### config.mk
export PLATFORM = sky130hd
export DESIGN_NAME = dbus_user_top
export DESIGN_NICKNAME = d
export VERILOG_FILES = /design/src/common/dbus_pkg.sv /design/src/logic/cfg_regs.sv /design/src/datapath/pattern_gen.sv /design/src/datapath/bus_router.sv /design/src/datapath/meta_packet.sv /design/src/logic/dbus_user_top.sv
export SDC_FILE = /design/constraint.sdc
export NUM_CORES = 1
export LEC_CHECK = 0
export BUFFER_PORTS_ARGS = -buffer_cell sky130_fd_sc_hd__clkbuf_2
export CORE_AREA = 4 4 481 483
export DETAILED_ROUTE_END_ITERATION = 10
export DIE_AREA = 0 0 485 487
export PLACE_DENSITY_LB_ADDON = 0.12
export RECOVER_POWER = 50
export SETUP_SLACK_MARGIN = 0.4
export SLEW_MARGIN = 5
export SYNTH_ARGS = -nofsm -noshare
export SYNTH_HDL_FRONTEND = slang
export SYNTH_SLANG_ARGS = --single-unit
### constraint.sdc
create_clock -name data_clk_i -period 2.6 [get_ports data_clk_i]
set_clock_uncertainty 0.15 [all_clocks]
set_input_delay 0.26 -clock data_clk_i [delete_from_list [all_inputs] [get_ports data_clk_i]]
set_output_delay 0.26 -clock data_clk_i [all_outputs]
set_load 0.01 [all_outputs]
### src/common/dbus_pkg.sv
/*
 * Shared definitions for the data-bus user stage: bus sizes, vector types,
 * the per-lane channel struct, register map and meta record constants.
 */

package dbus_pkg;

   // --------------------
   // Bus geometry
   // --------------------
   localparam int NUM_CHANNELS   = 3;
   localparam int WORDS_PER_LANE = 8;
   localparam int WORD_W         = 16;
   localparam int DATA_W         = WORDS_PER_LANE * WORD_W;

   // Sideband widths
   localparam int REC_NUM_W = 16;
   localparam int TS_W      = 48;
   localparam int USER_ID_W = 2;

   // Register interface widths
   localparam int CFG_ADDR_W = 2;
   localparam int CFG_DATA_W = 32;

   typedef logic [WORD_W-1:0]     word_t;
   typedef logic [DATA_W-1:0]     lane_data_t;
   typedef logic [REC_NUM_W-1:0]  rec_num_t;
   typedef logic [TS_W-1:0]       timestamp_t;
   typedef logic [USER_ID_W-1:0]  user_id_t;
   typedef logic [CFG_ADDR_W-1:0] cfg_addr_t;
   typedef logic [CFG_DATA_W-1:0] cfg_data_t;

   // One bus lane; user_id is don't-care on the input side
   typedef struct packed {
      logic       valid;
      logic       record_start;
      logic       record_stop;
      rec_num_t   record_number;
      timestamp_t timestamp;
      user_id_t   user_id;
      lane_data_t data;
   } chan_t;

   // Lane 0 sits at the low end of the bus word
   typedef chan_t [NUM_CHANNELS-1:0] bus_t;

   // --------------------
   // Register map
   // --------------------
   localparam cfg_addr_t ADDR_ID      = 2'd0;
   localparam cfg_addr_t ADDR_CTRL    = 2'd1;
   localparam cfg_addr_t ADDR_BASE    = 2'd2;
   localparam cfg_addr_t ADDR_SCRATCH = 2'd3;

   localparam cfg_data_t ID_VALUE = 32'h1234_5678;

   // Test pattern select in CTRL
   localparam int CTRL_PATTERN_BIT = 31;

   // --------------------
   // Meta record
   // --------------------
   localparam int META_CH = 2;

   // Marker words 0..5, word 0 in the low bits
   localparam word_t [5:0] META_MARKERS = {
      16'hFFFF,
      16'hEEEE,
      16'hDDDD,
      16'hCCCC,
      16'hBBBB,
      16'hAAAA
   };

   // Word 7 of the meta record
   localparam word_t META_TRAILER = 16'hABCD;

endpackage

### src/logic/cfg_regs.sv
/*
 * Configuration register file: ID, control, pattern base and scratch.
 * Strobed writes, combinational read port.
 */
`timescale 1ns/1ps

module cfg_regs (
   input  logic                data_clk_i,
   input  logic                data_rst_i,
   input  logic                cfg_we_i,
   input  dbus_pkg::cfg_addr_t cfg_addr_i,
   input  dbus_pkg::cfg_data_t cfg_wdata_i,
   input  dbus_pkg::cfg_addr_t cfg_raddr_i,
   output dbus_pkg::cfg_data_t cfg_rdata_o,
   output logic                pattern_en_o,
   output dbus_pkg::word_t     pattern_base_o
);

   dbus_pkg::cfg_data_t ctrl_q;
   dbus_pkg::cfg_data_t base_q;
   dbus_pkg::cfg_data_t scratch_q;

   // --------------------
   // Write side
   // --------------------
   always_ff @(posedge data_clk_i) begin
      if (data_rst_i) begin
         ctrl_q    <= '0;
         base_q    <= '0;
         scratch_q <= '0;
      end else if (cfg_we_i) begin
         case (cfg_addr_i)
            dbus_pkg::ADDR_CTRL:    ctrl_q    <= cfg_wdata_i;
            dbus_pkg::ADDR_BASE:    base_q    <= cfg_wdata_i;
            dbus_pkg::ADDR_SCRATCH: scratch_q <= cfg_wdata_i;
            // ID is read only
            default: begin
            end
         endcase
      end
   end

   // --------------------
   // Read side
   // --------------------
   always_comb begin
      case (cfg_raddr_i)
         dbus_pkg::ADDR_ID:      cfg_rdata_o = dbus_pkg::ID_VALUE;
         dbus_pkg::ADDR_CTRL:    cfg_rdata_o = ctrl_q;
         dbus_pkg::ADDR_BASE:    cfg_rdata_o = base_q;
         dbus_pkg::ADDR_SCRATCH: cfg_rdata_o = scratch_q;
         default:                cfg_rdata_o = '0;
      endcase
   end

   // Control fields to the datapath
   assign pattern_en_o   = ctrl_q[dbus_pkg::CTRL_PATTERN_BIT];

   // Pattern words are 16 bits, upper half of BASE unused
   assign pattern_base_o = base_q[dbus_pkg::WORD_W-1:0];

endmodule

### src/datapath/pattern_gen.sv
/*
 * Test pattern source: a registered ramp of base + k in sample word k.
 */
`timescale 1ns/1ps

module pattern_gen (
   input  logic                 data_clk_i,
   input  logic                 data_rst_i,
   input  dbus_pkg::word_t      pattern_base_i,
   output dbus_pkg::lane_data_t pattern_data_o
);

   dbus_pkg::lane_data_t pattern_q;

   // Word 0 in the low bits, each word wraps at 16 bits
   always_ff @(posedge data_clk_i) begin
      if (data_rst_i) begin
         pattern_q <= '0;
      end else begin
         for (int k = 0; k < dbus_pkg::WORDS_PER_LANE; k++) begin
            pattern_q[k*dbus_pkg::WORD_W +: dbus_pkg::WORD_W] <=
               pattern_base_i + dbus_pkg::word_t'(k);
         end
      end
   end

   // Shared by lanes 0 and 1
   assign pattern_data_o = pattern_q;

endmodule

### src/datapath/bus_router.sv
/*
 * Bus router: registers the incoming bus word, substitutes test pattern
 * data on lanes 0 and 1, inserts the meta lane and tags user IDs.
 */
`timescale 1ns/1ps

module bus_router (
   input  logic                 data_clk_i,
   input  logic                 data_rst_i,
   input  dbus_pkg::bus_t       bus_i,
   input  logic                 pattern_en_i,
   input  dbus_pkg::lane_data_t pattern_data_i,
   input  dbus_pkg::chan_t      meta_lane_i,
   output dbus_pkg::chan_t      ch0_q_o,
   output dbus_pkg::bus_t       bus_o
);

   dbus_pkg::bus_t bus_q;

   // --------------------
   // Input register
   // --------------------
   // All lanes are captured; the one at META_CH is replaced further down
   always_ff @(posedge data_clk_i) begin
      if (data_rst_i) begin
         bus_q <= '0;
      end else begin
         bus_q <= bus_i;
      end
   end

   // Registered lane 0 drives the meta record logic
   assign ch0_q_o = bus_q[0];

   // --------------------
   // Output assembly
   // --------------------
   always_comb begin
      bus_o = bus_q;
      for (int ch = 0; ch < dbus_pkg::NUM_CHANNELS; ch++) begin
         if (ch == dbus_pkg::META_CH) begin
            bus_o[ch] = meta_lane_i;
         end else if (pattern_en_i) begin
            // Sideband still passes through, only samples change
            bus_o[ch].data = pattern_data_i;
         end
         // Every lane carries its own index as user ID
         bus_o[ch].user_id = dbus_pkg::user_id_t'(ch);
      end
   end

endmodule

### src/datapath/meta_packet.sv
/*
 * Channel 2 meta record: one-sample record emitted the cycle after a
 * channel 0 record start, carrying markers and a free-running count.
 */
`timescale 1ns/1ps

module meta_packet (
   input  logic            data_clk_i,
   input  logic            data_rst_i,
   input  dbus_pkg::chan_t ch0_q_i,
   output dbus_pkg::chan_t meta_lane_o
);

   dbus_pkg::word_t cnt_q;
   logic            emit_q;

   // --------------------
   // Cycle counter
   // --------------------
   always_ff @(posedge data_clk_i) begin
      if (data_rst_i) begin
         cnt_q <= '0;
      end else begin
         cnt_q <= cnt_q + 1'b1;
      end
   end

   // --------------------
   // Emit strobe
   // --------------------
   // Follows lane 0 start by one cycle
   always_ff @(posedge data_clk_i) begin
      if (data_rst_i) begin
         emit_q <= 1'b0;
      end else begin
         emit_q <= ch0_q_i.record_start;
      end
   end

   // --------------------
   // Record assembly
   // --------------------
   always_comb begin
      meta_lane_o = '0;

      // Single-sample record, start and stop in the same beat
      meta_lane_o.valid        = emit_q;
      meta_lane_o.record_start = emit_q;
      meta_lane_o.record_stop  = emit_q;

      // Correlate with what lane 0 shows in the emit cycle
      meta_lane_o.record_number = ch0_q_i.record_number;
      meta_lane_o.timestamp     = ch0_q_i.timestamp;
      meta_lane_o.user_id       = dbus_pkg::user_id_t'(dbus_pkg::META_CH);

      // Words 0..5 markers, word 6 count, word 7 trailer
      meta_lane_o.data = {dbus_pkg::META_TRAILER, cnt_q, dbus_pkg::META_MARKERS};
   end

endmodule

### src/logic/dbus_user_top.sv
/*
 * Top level of the data-bus user stage: configuration registers,
 * pattern generator, bus router and meta record source.
 */
`timescale 1ns/1ps

module dbus_user_top (
   input  logic                data_clk_i,
   input  logic                data_rst_i,
   input  dbus_pkg::bus_t      bus_i,
   output dbus_pkg::bus_t      bus_o,
   input  logic                cfg_we_i,
   input  dbus_pkg::cfg_addr_t cfg_addr_i,
   input  dbus_pkg::cfg_data_t cfg_wdata_i,
   input  dbus_pkg::cfg_addr_t cfg_raddr_i,
   output dbus_pkg::cfg_data_t cfg_rdata_o
);

   logic                 pattern_en;
   dbus_pkg::word_t      pattern_base;
   dbus_pkg::lane_data_t pattern_data;
   dbus_pkg::chan_t      ch0_q;
   dbus_pkg::chan_t      meta_lane;

   cfg_regs u_cfg_regs (
      .data_clk_i     (data_clk_i),
      .data_rst_i     (data_rst_i),
      .cfg_we_i       (cfg_we_i),
      .cfg_addr_i     (cfg_addr_i),
      .cfg_wdata_i    (cfg_wdata_i),
      .cfg_raddr_i    (cfg_raddr_i),
      .cfg_rdata_o    (cfg_rdata_o),
      .pattern_en_o   (pattern_en),
      .pattern_base_o (pattern_base)
   );

   pattern_gen u_pattern_gen (
      .data_clk_i     (data_clk_i),
      .data_rst_i     (data_rst_i),
      .pattern_base_i (pattern_base),
      .pattern_data_o (pattern_data)
   );

   // Input register and lane assembly
   bus_router u_bus_router (
      .data_clk_i     (data_clk_i),
      .data_rst_i     (data_rst_i),
      .bus_i          (bus_i),
      .pattern_en_i   (pattern_en),
      .pattern_data_i (pattern_data),
      .meta_lane_i    (meta_lane),
      .ch0_q_o        (ch0_q),
      .bus_o          (bus_o)
   );

   // Channel 2 replacement record
   meta_packet u_meta_packet (
      .data_clk_i  (data_clk_i),
      .data_rst_i  (data_rst_i),
      .ch0_q_i     (ch0_q),
      .meta_lane_o (meta_lane)
   );

endmodule

==> run_results.csv, run 1 <==
group,metric,value,unit
setup_path,critPathArrivalTime,2.11,ns
timing,setup_viol,0,
setup_path,cp-start-kind,"register",
drt,wire_per_inst,21.6,um
synthesis,synth_mux_area_share,2.15,%
drt,drc_errors,0,
setup_path,worstSetupPathType,"reg2out",
drt,postRouteAntennaNets,0,
synthesis,synth_edf_count,0,
grt,grt_antenna_before_repair,27,
clocking,cts_htree_levels,3,
synthesis,synth_fa_ha_area_share,0.552,%
setup_path,crit_fanout,8,
setup_path,endpoint_kind,"primary output",
drt,drt_iter0_drc,747,
synthesis,synth-async-reset-ratio,0,%
timing,fin_ws,0.0789,ns
setup_path,path_common_cell,"buf_12",
place,dp_hpwl,118,mm
synthesis,synth-compound-area-share,8.74,%
clocking,numCtsBuffers,89,
grt,grt_use_total,12.6,%
synthesis,synth_top_area_share,49.9,%
setup_path,slowest_stage,"dfxtp_4",
power,p_leak,0.0195,uW
synthesis,ys.flop_type,"dfxtp_1",
clocking,cts_tree,"yes",
timing,max_slew_margin,3.49,%
timing,slew_violations,0,
floorplanning,start_util,11.0,%
timing,worst_slew_pin_slew,1.45,ns
synthesis,yosysWarningCount,0,
synthesis,synth_xor_area_share,2.53,%
grt,grt_max_degree,79,
outcome,outcome,"complete, no violations",
drt,via_count,23100,
floorplanning,io_pins,1253,
synthesis,syn_inst,2894,
setup_path,slowest_delay,0.35,ns
grt,grt_pass1_vias,24200,
place,portBuffers,933,
power,peakVddDrop,427,uV
synthesis,syn_avg_cell_area,8.61,um^2
synthesis,yosysTopAreaCell,"dfxtp_1",
floorplanning,die_x,485,um
drt,dr.pass1.iters,4,
floorplanning,row_count,175,
min_path,hp-class,"in2reg",
grt,grt_first_pass_wirelength,207,mm
final_layout,synthToLayoutAreaGrowth,82.9,%
final_layout,nets,4860,
place,pre_cts_ws,0.350,ns
synthesis,seq_area_frac_synth,49.9,%
clocking,cts.path.max_buffers,3,
timing,period_minus_slack,2.52,ns
setup_path,cp.required,2.19,ns
final_layout,final_area,45600,um^2
place,place_congestion,0.742,
floorplanning,dieArea,236000,um^2
setup_path,crit_chain,"buf_12 -> buf_12 -> buf_16 -> buf_12 -> buf_16 -> o21ai_2 -> clkbuf_8",
timing,rsz0062_at_grt,"yes",
setup_path,worst-path-buf-inv,6,
final_layout,final_cells,7313,
place,dp_cells,6558,
synthesis,ys_top_cells_by_area,"dfxtp_1 (50%), nor2b_1 (10%), buf_4 (9.7%)",
timing,period_share,97.0,%
clocking,root_buffer,"clkbuf_16",
drt,totalWireLength,158,mm
synthesis,synthSimpleGateAreaFrac,19.7,%
synthesis,synth.most_common_cell,"dfxtp_1",
drt,avgViaCountPerCell,3.15,
grt,grt_overflow,0,
clocking,cts_sinks,621,
clocking,cts.clk_slew.worst_paths,0.06,ns
setup_path,crit_family,"buffers and inverters",
synthesis,synth_cell_type_count,42,
job,drv_cap,0,
timing,fmax,0.397,GHz
floorplanning,die_y,487,um
power,total_power,26900,uW
clocking,clk_latency,0.71,ns
synthesis,synth_top_family_by_area,"simple AND/OR/NAND/NOR gates",
floorplanning,core,227000,um^2
synthesis,synthesis.area,24900,um^2
final_layout,drive_gt1_share,37.6,%
synthesis,ys_seq_elements,621,
place,placed_area,31800,um^2
synthesis,synth_common_cells,"dfxtp_1 (621), nor2b_1 (414), nand2_1 (342)",
power,powerDensity,590,nW/um^2
timing,hold_violations,0,
==> area by class of cell <==
cell class	count	area [um^2]
diodes	15	37.5
clock buffers	136	2730
clock inverters	25	315
fillers	25400	181000
inverters	266	1000
multi-input cells	1630	11600
flip-flops and latches	621	12500
well taps	3009	3760
repair buffers	1611	13700
==> through the flow <==
stage                     setup TNS (ns)  hold WS (ns)  util (%)
final                                  0         0.149      20.1
after global routing              -0.449        0.0890      20.1
after CTS                          -2.15        0.0392      18.7
after detailed placement               0         0.296      14.0
after global placement                 0         0.289      14.0
after floorplan                        0         0.238         -
==> registers in the layout, summed over array words and instances (netlist names) <==
signal and count:
u_bus_router.bus_q 128, u_meta_packet.emit_q 1, u_bus_router.ch0_q_o 128, u_cfg_regs.ctrl_q 32
u_pattern_gen.pattern_data_o 118, u_cfg_regs.scratch_q 32, u_cfg_regs.base_q 32, u_bus_router.bus_o 134
u_meta_packet.cnt_q 16
==> power breakdown <==
part / internal [uW] / switching [uW] / total [uW] / leakage [uW]
Combinational: 1900 / 1960 / 3860 / 0.0129
Sequential: 9940 / 231 / 10200 / 0.00513
Clock: 7720 / 5160 / 12900 / 0.00149
Total: 19600 / 7360 / 26900 / 0.0195
==> repair_timing <==
action / CTS / global route
endpoints found under the hold margin: 505 / 0
pin swaps: 40 / 105
resized for setup: 546 / 834
hold buffers: 459 / 0
setup endpoints to repair: 273 / 296
setup buffers: 43 / 30
gates cloned: 23 / 24
==> per-layer routing <==
layer / part of all wire (%) / global-route usage (%)
met1: 43 / 15.3
met2: 48 / 21.5
met3: 6.4 / 3.81
met4: 2.6 / 3.51
met5: 0.095 / 0
==> kinds of logic after synthesis <==
| family | count (synthesis) |
|---|---|
| and+or+nand+nor | 959 |
| buffers and inverters | 759 |
| DFF | 621 |
| AOI/OAI and AO/OA | 419 |
| xor gates and xnor gates | 72 |
| muxes | 51 |
| adders and majority gates | 11 |
| other | 2 |
==> placed cells by master, fill, tap and decap left out, drive strengths merged, types with 110 or more instances in the layout <==
cell type / count
clkbuf: 872
dfxtp: 621
dlygate4sd3: 459
buf: 416
nor2b: 414
nand2: 343
o21ai: 270
inv: 269
a21oi: 126
conb: 118
nor2: 110
==> worst min-delay path, cell delays in order <==
cell and delay (ns):
dlygate4sd3_1 0.52, clkbuf_2 0.09, nor2b_1 0.10
==> final timing paths <==
kind | slack (ns) | cells after the start | startpoint | to
max | 0.08 | 7 | u_cfg_regs.ctrl_q[31] | bus_o[280]
min reg2reg | 0.30 | 2 | u_cfg_regs.scratch_q[11] | u_cfg_regs.scratch_q[11]
min | 0.15 | 3 | bus_i[245] | u_bus_router.bus_q[245]
max reg2reg | 0.39 | 6 | u_cfg_regs.base_q[2] | u_pattern_gen.pattern_data_o[108]
(Power assumes the default switching activity.)
==> run 2: changes to the inputs <==
- SETUP_SLACK_MARGIN: 0.4 -> 0.1
==> run 2 against run 1 <==
Compared with the run above:
- combinational power fell by 7.8%
- sequential cell count did not move
- cell count fell by 0.48%
- core utilization fell by 1.1 points
- largest power group unchanged
- global-route usage barely moved
- worst setup slack improved by 0.00074 ns
- routed wire length fell by 1.7%
- count of clock-buffer cells in the layout did not move
- die area did not move
- maximum frequency barely moved
==> run_results.csv, run 2 (same netlist as run 1, synthesis figures left out) <==
group,metric,value,unit
place,place_congestion,0.742,
clocking,cts.clk_slew.worst_paths,0.06,ns
clocking,clk_latency,0.71,ns
drt,drc_errors,0,
place,placed_area,31800,um^2
final_layout,multi_input_area,10300,um^2
setup_path,critPathArrivalTime,2.11,ns
power,switching_power,7210,uW
drt,wire_per_inst,21.4,um
setup_path,cp.required,2.19,ns
power,internal_power,19400,uW
place,pre_cts_ws,0.350,ns
grt,grt_first_pass_wirelength,206,mm
outcome,outcome,"complete, no violations",
timing,slew_violations,0,
drt,via_count,22800,
grt,grt_antenna_before_repair,34,
power,powerDensity,617,nW/um^2
clocking,cts_tree,"yes",
power,seqPwrFrac,38.2,%
floorplanning,start_util,11.0,%
timing,setup_viol,0,
final_layout,layout_commonest_cell,"clkbuf_2",
grt,grt_use_total,12.6,%
floorplanning,die_x,485,um
clocking,cts_htree_levels,3,
grt,grt_max_degree,79,
final_layout,regArea,12500,um^2
setup_path,worstSetupPathType,"reg2out",
grt,grt_pass1_vias,24000,
drt,totalWireLength,155,mm
floorplanning,die_y,487,um
timing,fin_ws,0.0797,ns
final_layout,drive_gt1_share,34.4,%
place,dp_hpwl,118,mm
floorplanning,dieArea,236000,um^2
timing,fmax,0.397,GHz
floorplanning,core,227000,um^2
final_layout,nets,4818,
setup_path,cp-start-kind,"register",
clocking,root_buffer,"clkbuf_16",
timing,tns,0,ns
power,combPwrFrac,13.4,%
power,p_leak,0.0187,uW
drt,dr.pass1.iters,5,
timing,hold_violations,0,
min_path,hp-class,"in2reg",
drt,avgViaCountPerCell,3.13,
final_layout,final_cell_mix,"clkbuf_2 (675), dfxtp_1 (611), dlygate4sd3_1 (459), nor2b_1 (413), inv_1 (266)",
final_layout,final_area,43100,um^2
final_layout,largest_reg_flops,134,
place,portBuffers,933,
final_layout,synthToLayoutAreaGrowth,72.9,%
power,peakVddDrop,427,uV
clocking,cts_sinks,621,
timing,worst_slew_pin_slew,1.43,ns
timing,period_share,96.9,%
clocking,numCtsBuffers,89,
final_layout,nFillCells,25600,
setup_path,endpoint_kind,"primary output",
floorplanning,io_pins,1253,
grt,grt_overflow,0,
floorplanning,row_count,175,
setup_path,crit_fanout,7,
timing,period_minus_slack,2.52,ns
timing,rsz0062_at_grt,"yes",
power,swShare,27.1,%
drt,drt_iter0_drc,739,
power,pwr-share-clk,48.4,%
clocking,cts.path.max_buffers,3,
job,drv_cap,0,
drt,postRouteAntennaNets,0,
timing,max_slew_margin,4.63,%
-- run 2: cell count changes in the layout (fill, tap and decap cells not counted), moves of 14 or more --
cell and change:
buf_12 -19, buf_4 +16, buf_6 -34, buf_8 -14, clkbuf_2 +33, nand2_1 +27, nand2_2 +17, nand2_8 -37
o21ai_0 +42, o21ai_1 +26, o21ai_2 -17, o21ai_4 -51
-- run 2: per-stage QoR --
step	utilization (%)	cells	power, uW	hold slack [ns]
after floorplan	-	3010	11700	0.238
after global placement	14.0	6558	12900	0.289
after detailed placement	14.0	6558	12900	0.296
after CTS	18.4	7239	27200	0.0392
after global routing	19.0	7265	27900	0.0890
final	19.0	7278	26600	0.148
-- run 2: metal layers --
layer,share of wire (%),wire length (um),track usage (%),vias to the layer above
met4,2.7,4200,3.40,24
met2,48,74400,21.5,779
met5,0.10,163,0,-
met3,6.6,10200,3.89,171
li1,-,-,-,11200
met1,43,66600,15.2,10600
-- run 2: layout make-up --
| class | count | area share, % |
|---|---|---|
| sequential | 621 | 28.9 |
| antenna | 22 | 0.128 |
| inverter | 266 | 2.32 |
| multi-input combinational | 1630 | 23.9 |
| clock buffer | 136 | 6.33 |
| timing repair buffer | 1569 | 29.0 |
| clock inverter | 25 | 0.731 |
| tap | 3009 | 8.73 |
-- run 2: power groups by stage --
stage	Combinational, uW	Clock, uW	Sequential (uW)
6_report	3560	12900	10200
3_5_place_dp	2560	0	10400
2_1_floorplan	1440	0	10200
5_1_grt	3870	13900	10200
4_1_cts	3490	13600	10200
3_3_place_gp	2570	0	10400
-- run 2: path summary, 6_finish.rpt --
| check | from | to | slack, ns | cells past startpoint |
|---|---|---|---|---|
| max | u_cfg_regs.ctrl_q[31] | bus_o[211] | 0.08 | 7 |
| min | bus_i[245] | u_bus_router.bus_q[245] | 0.15 | 3 |
| max reg2reg | u_cfg_regs.base_q[2] | u_pattern_gen.pattern_data_o[108] | 0.35 | 6 |
| min reg2reg | u_cfg_regs.base_q[31] | u_cfg_regs.base_q[31] | 0.30 | 2 |
-- run 2: worst max-delay path, cell delays in order, from the launching register on --
cell	delay, ns
dfxtp_4	0.35
buf_12	0.15
buf_16	0.17
buf_16	0.15
buf_12	0.14
buf_12	0.14
o21ai_4	0.15
buf_6	0.13
-- run 2: repair_timing --
item                                    CTS  global route
hold buffers                            459             0
gates resized for setup                 423           527
pin swaps                                24            52
hold endpoints to repair                505             0
gates cloned                             22            14
buffers inserted                         39             7
endpoints found under the setup margin  258           212
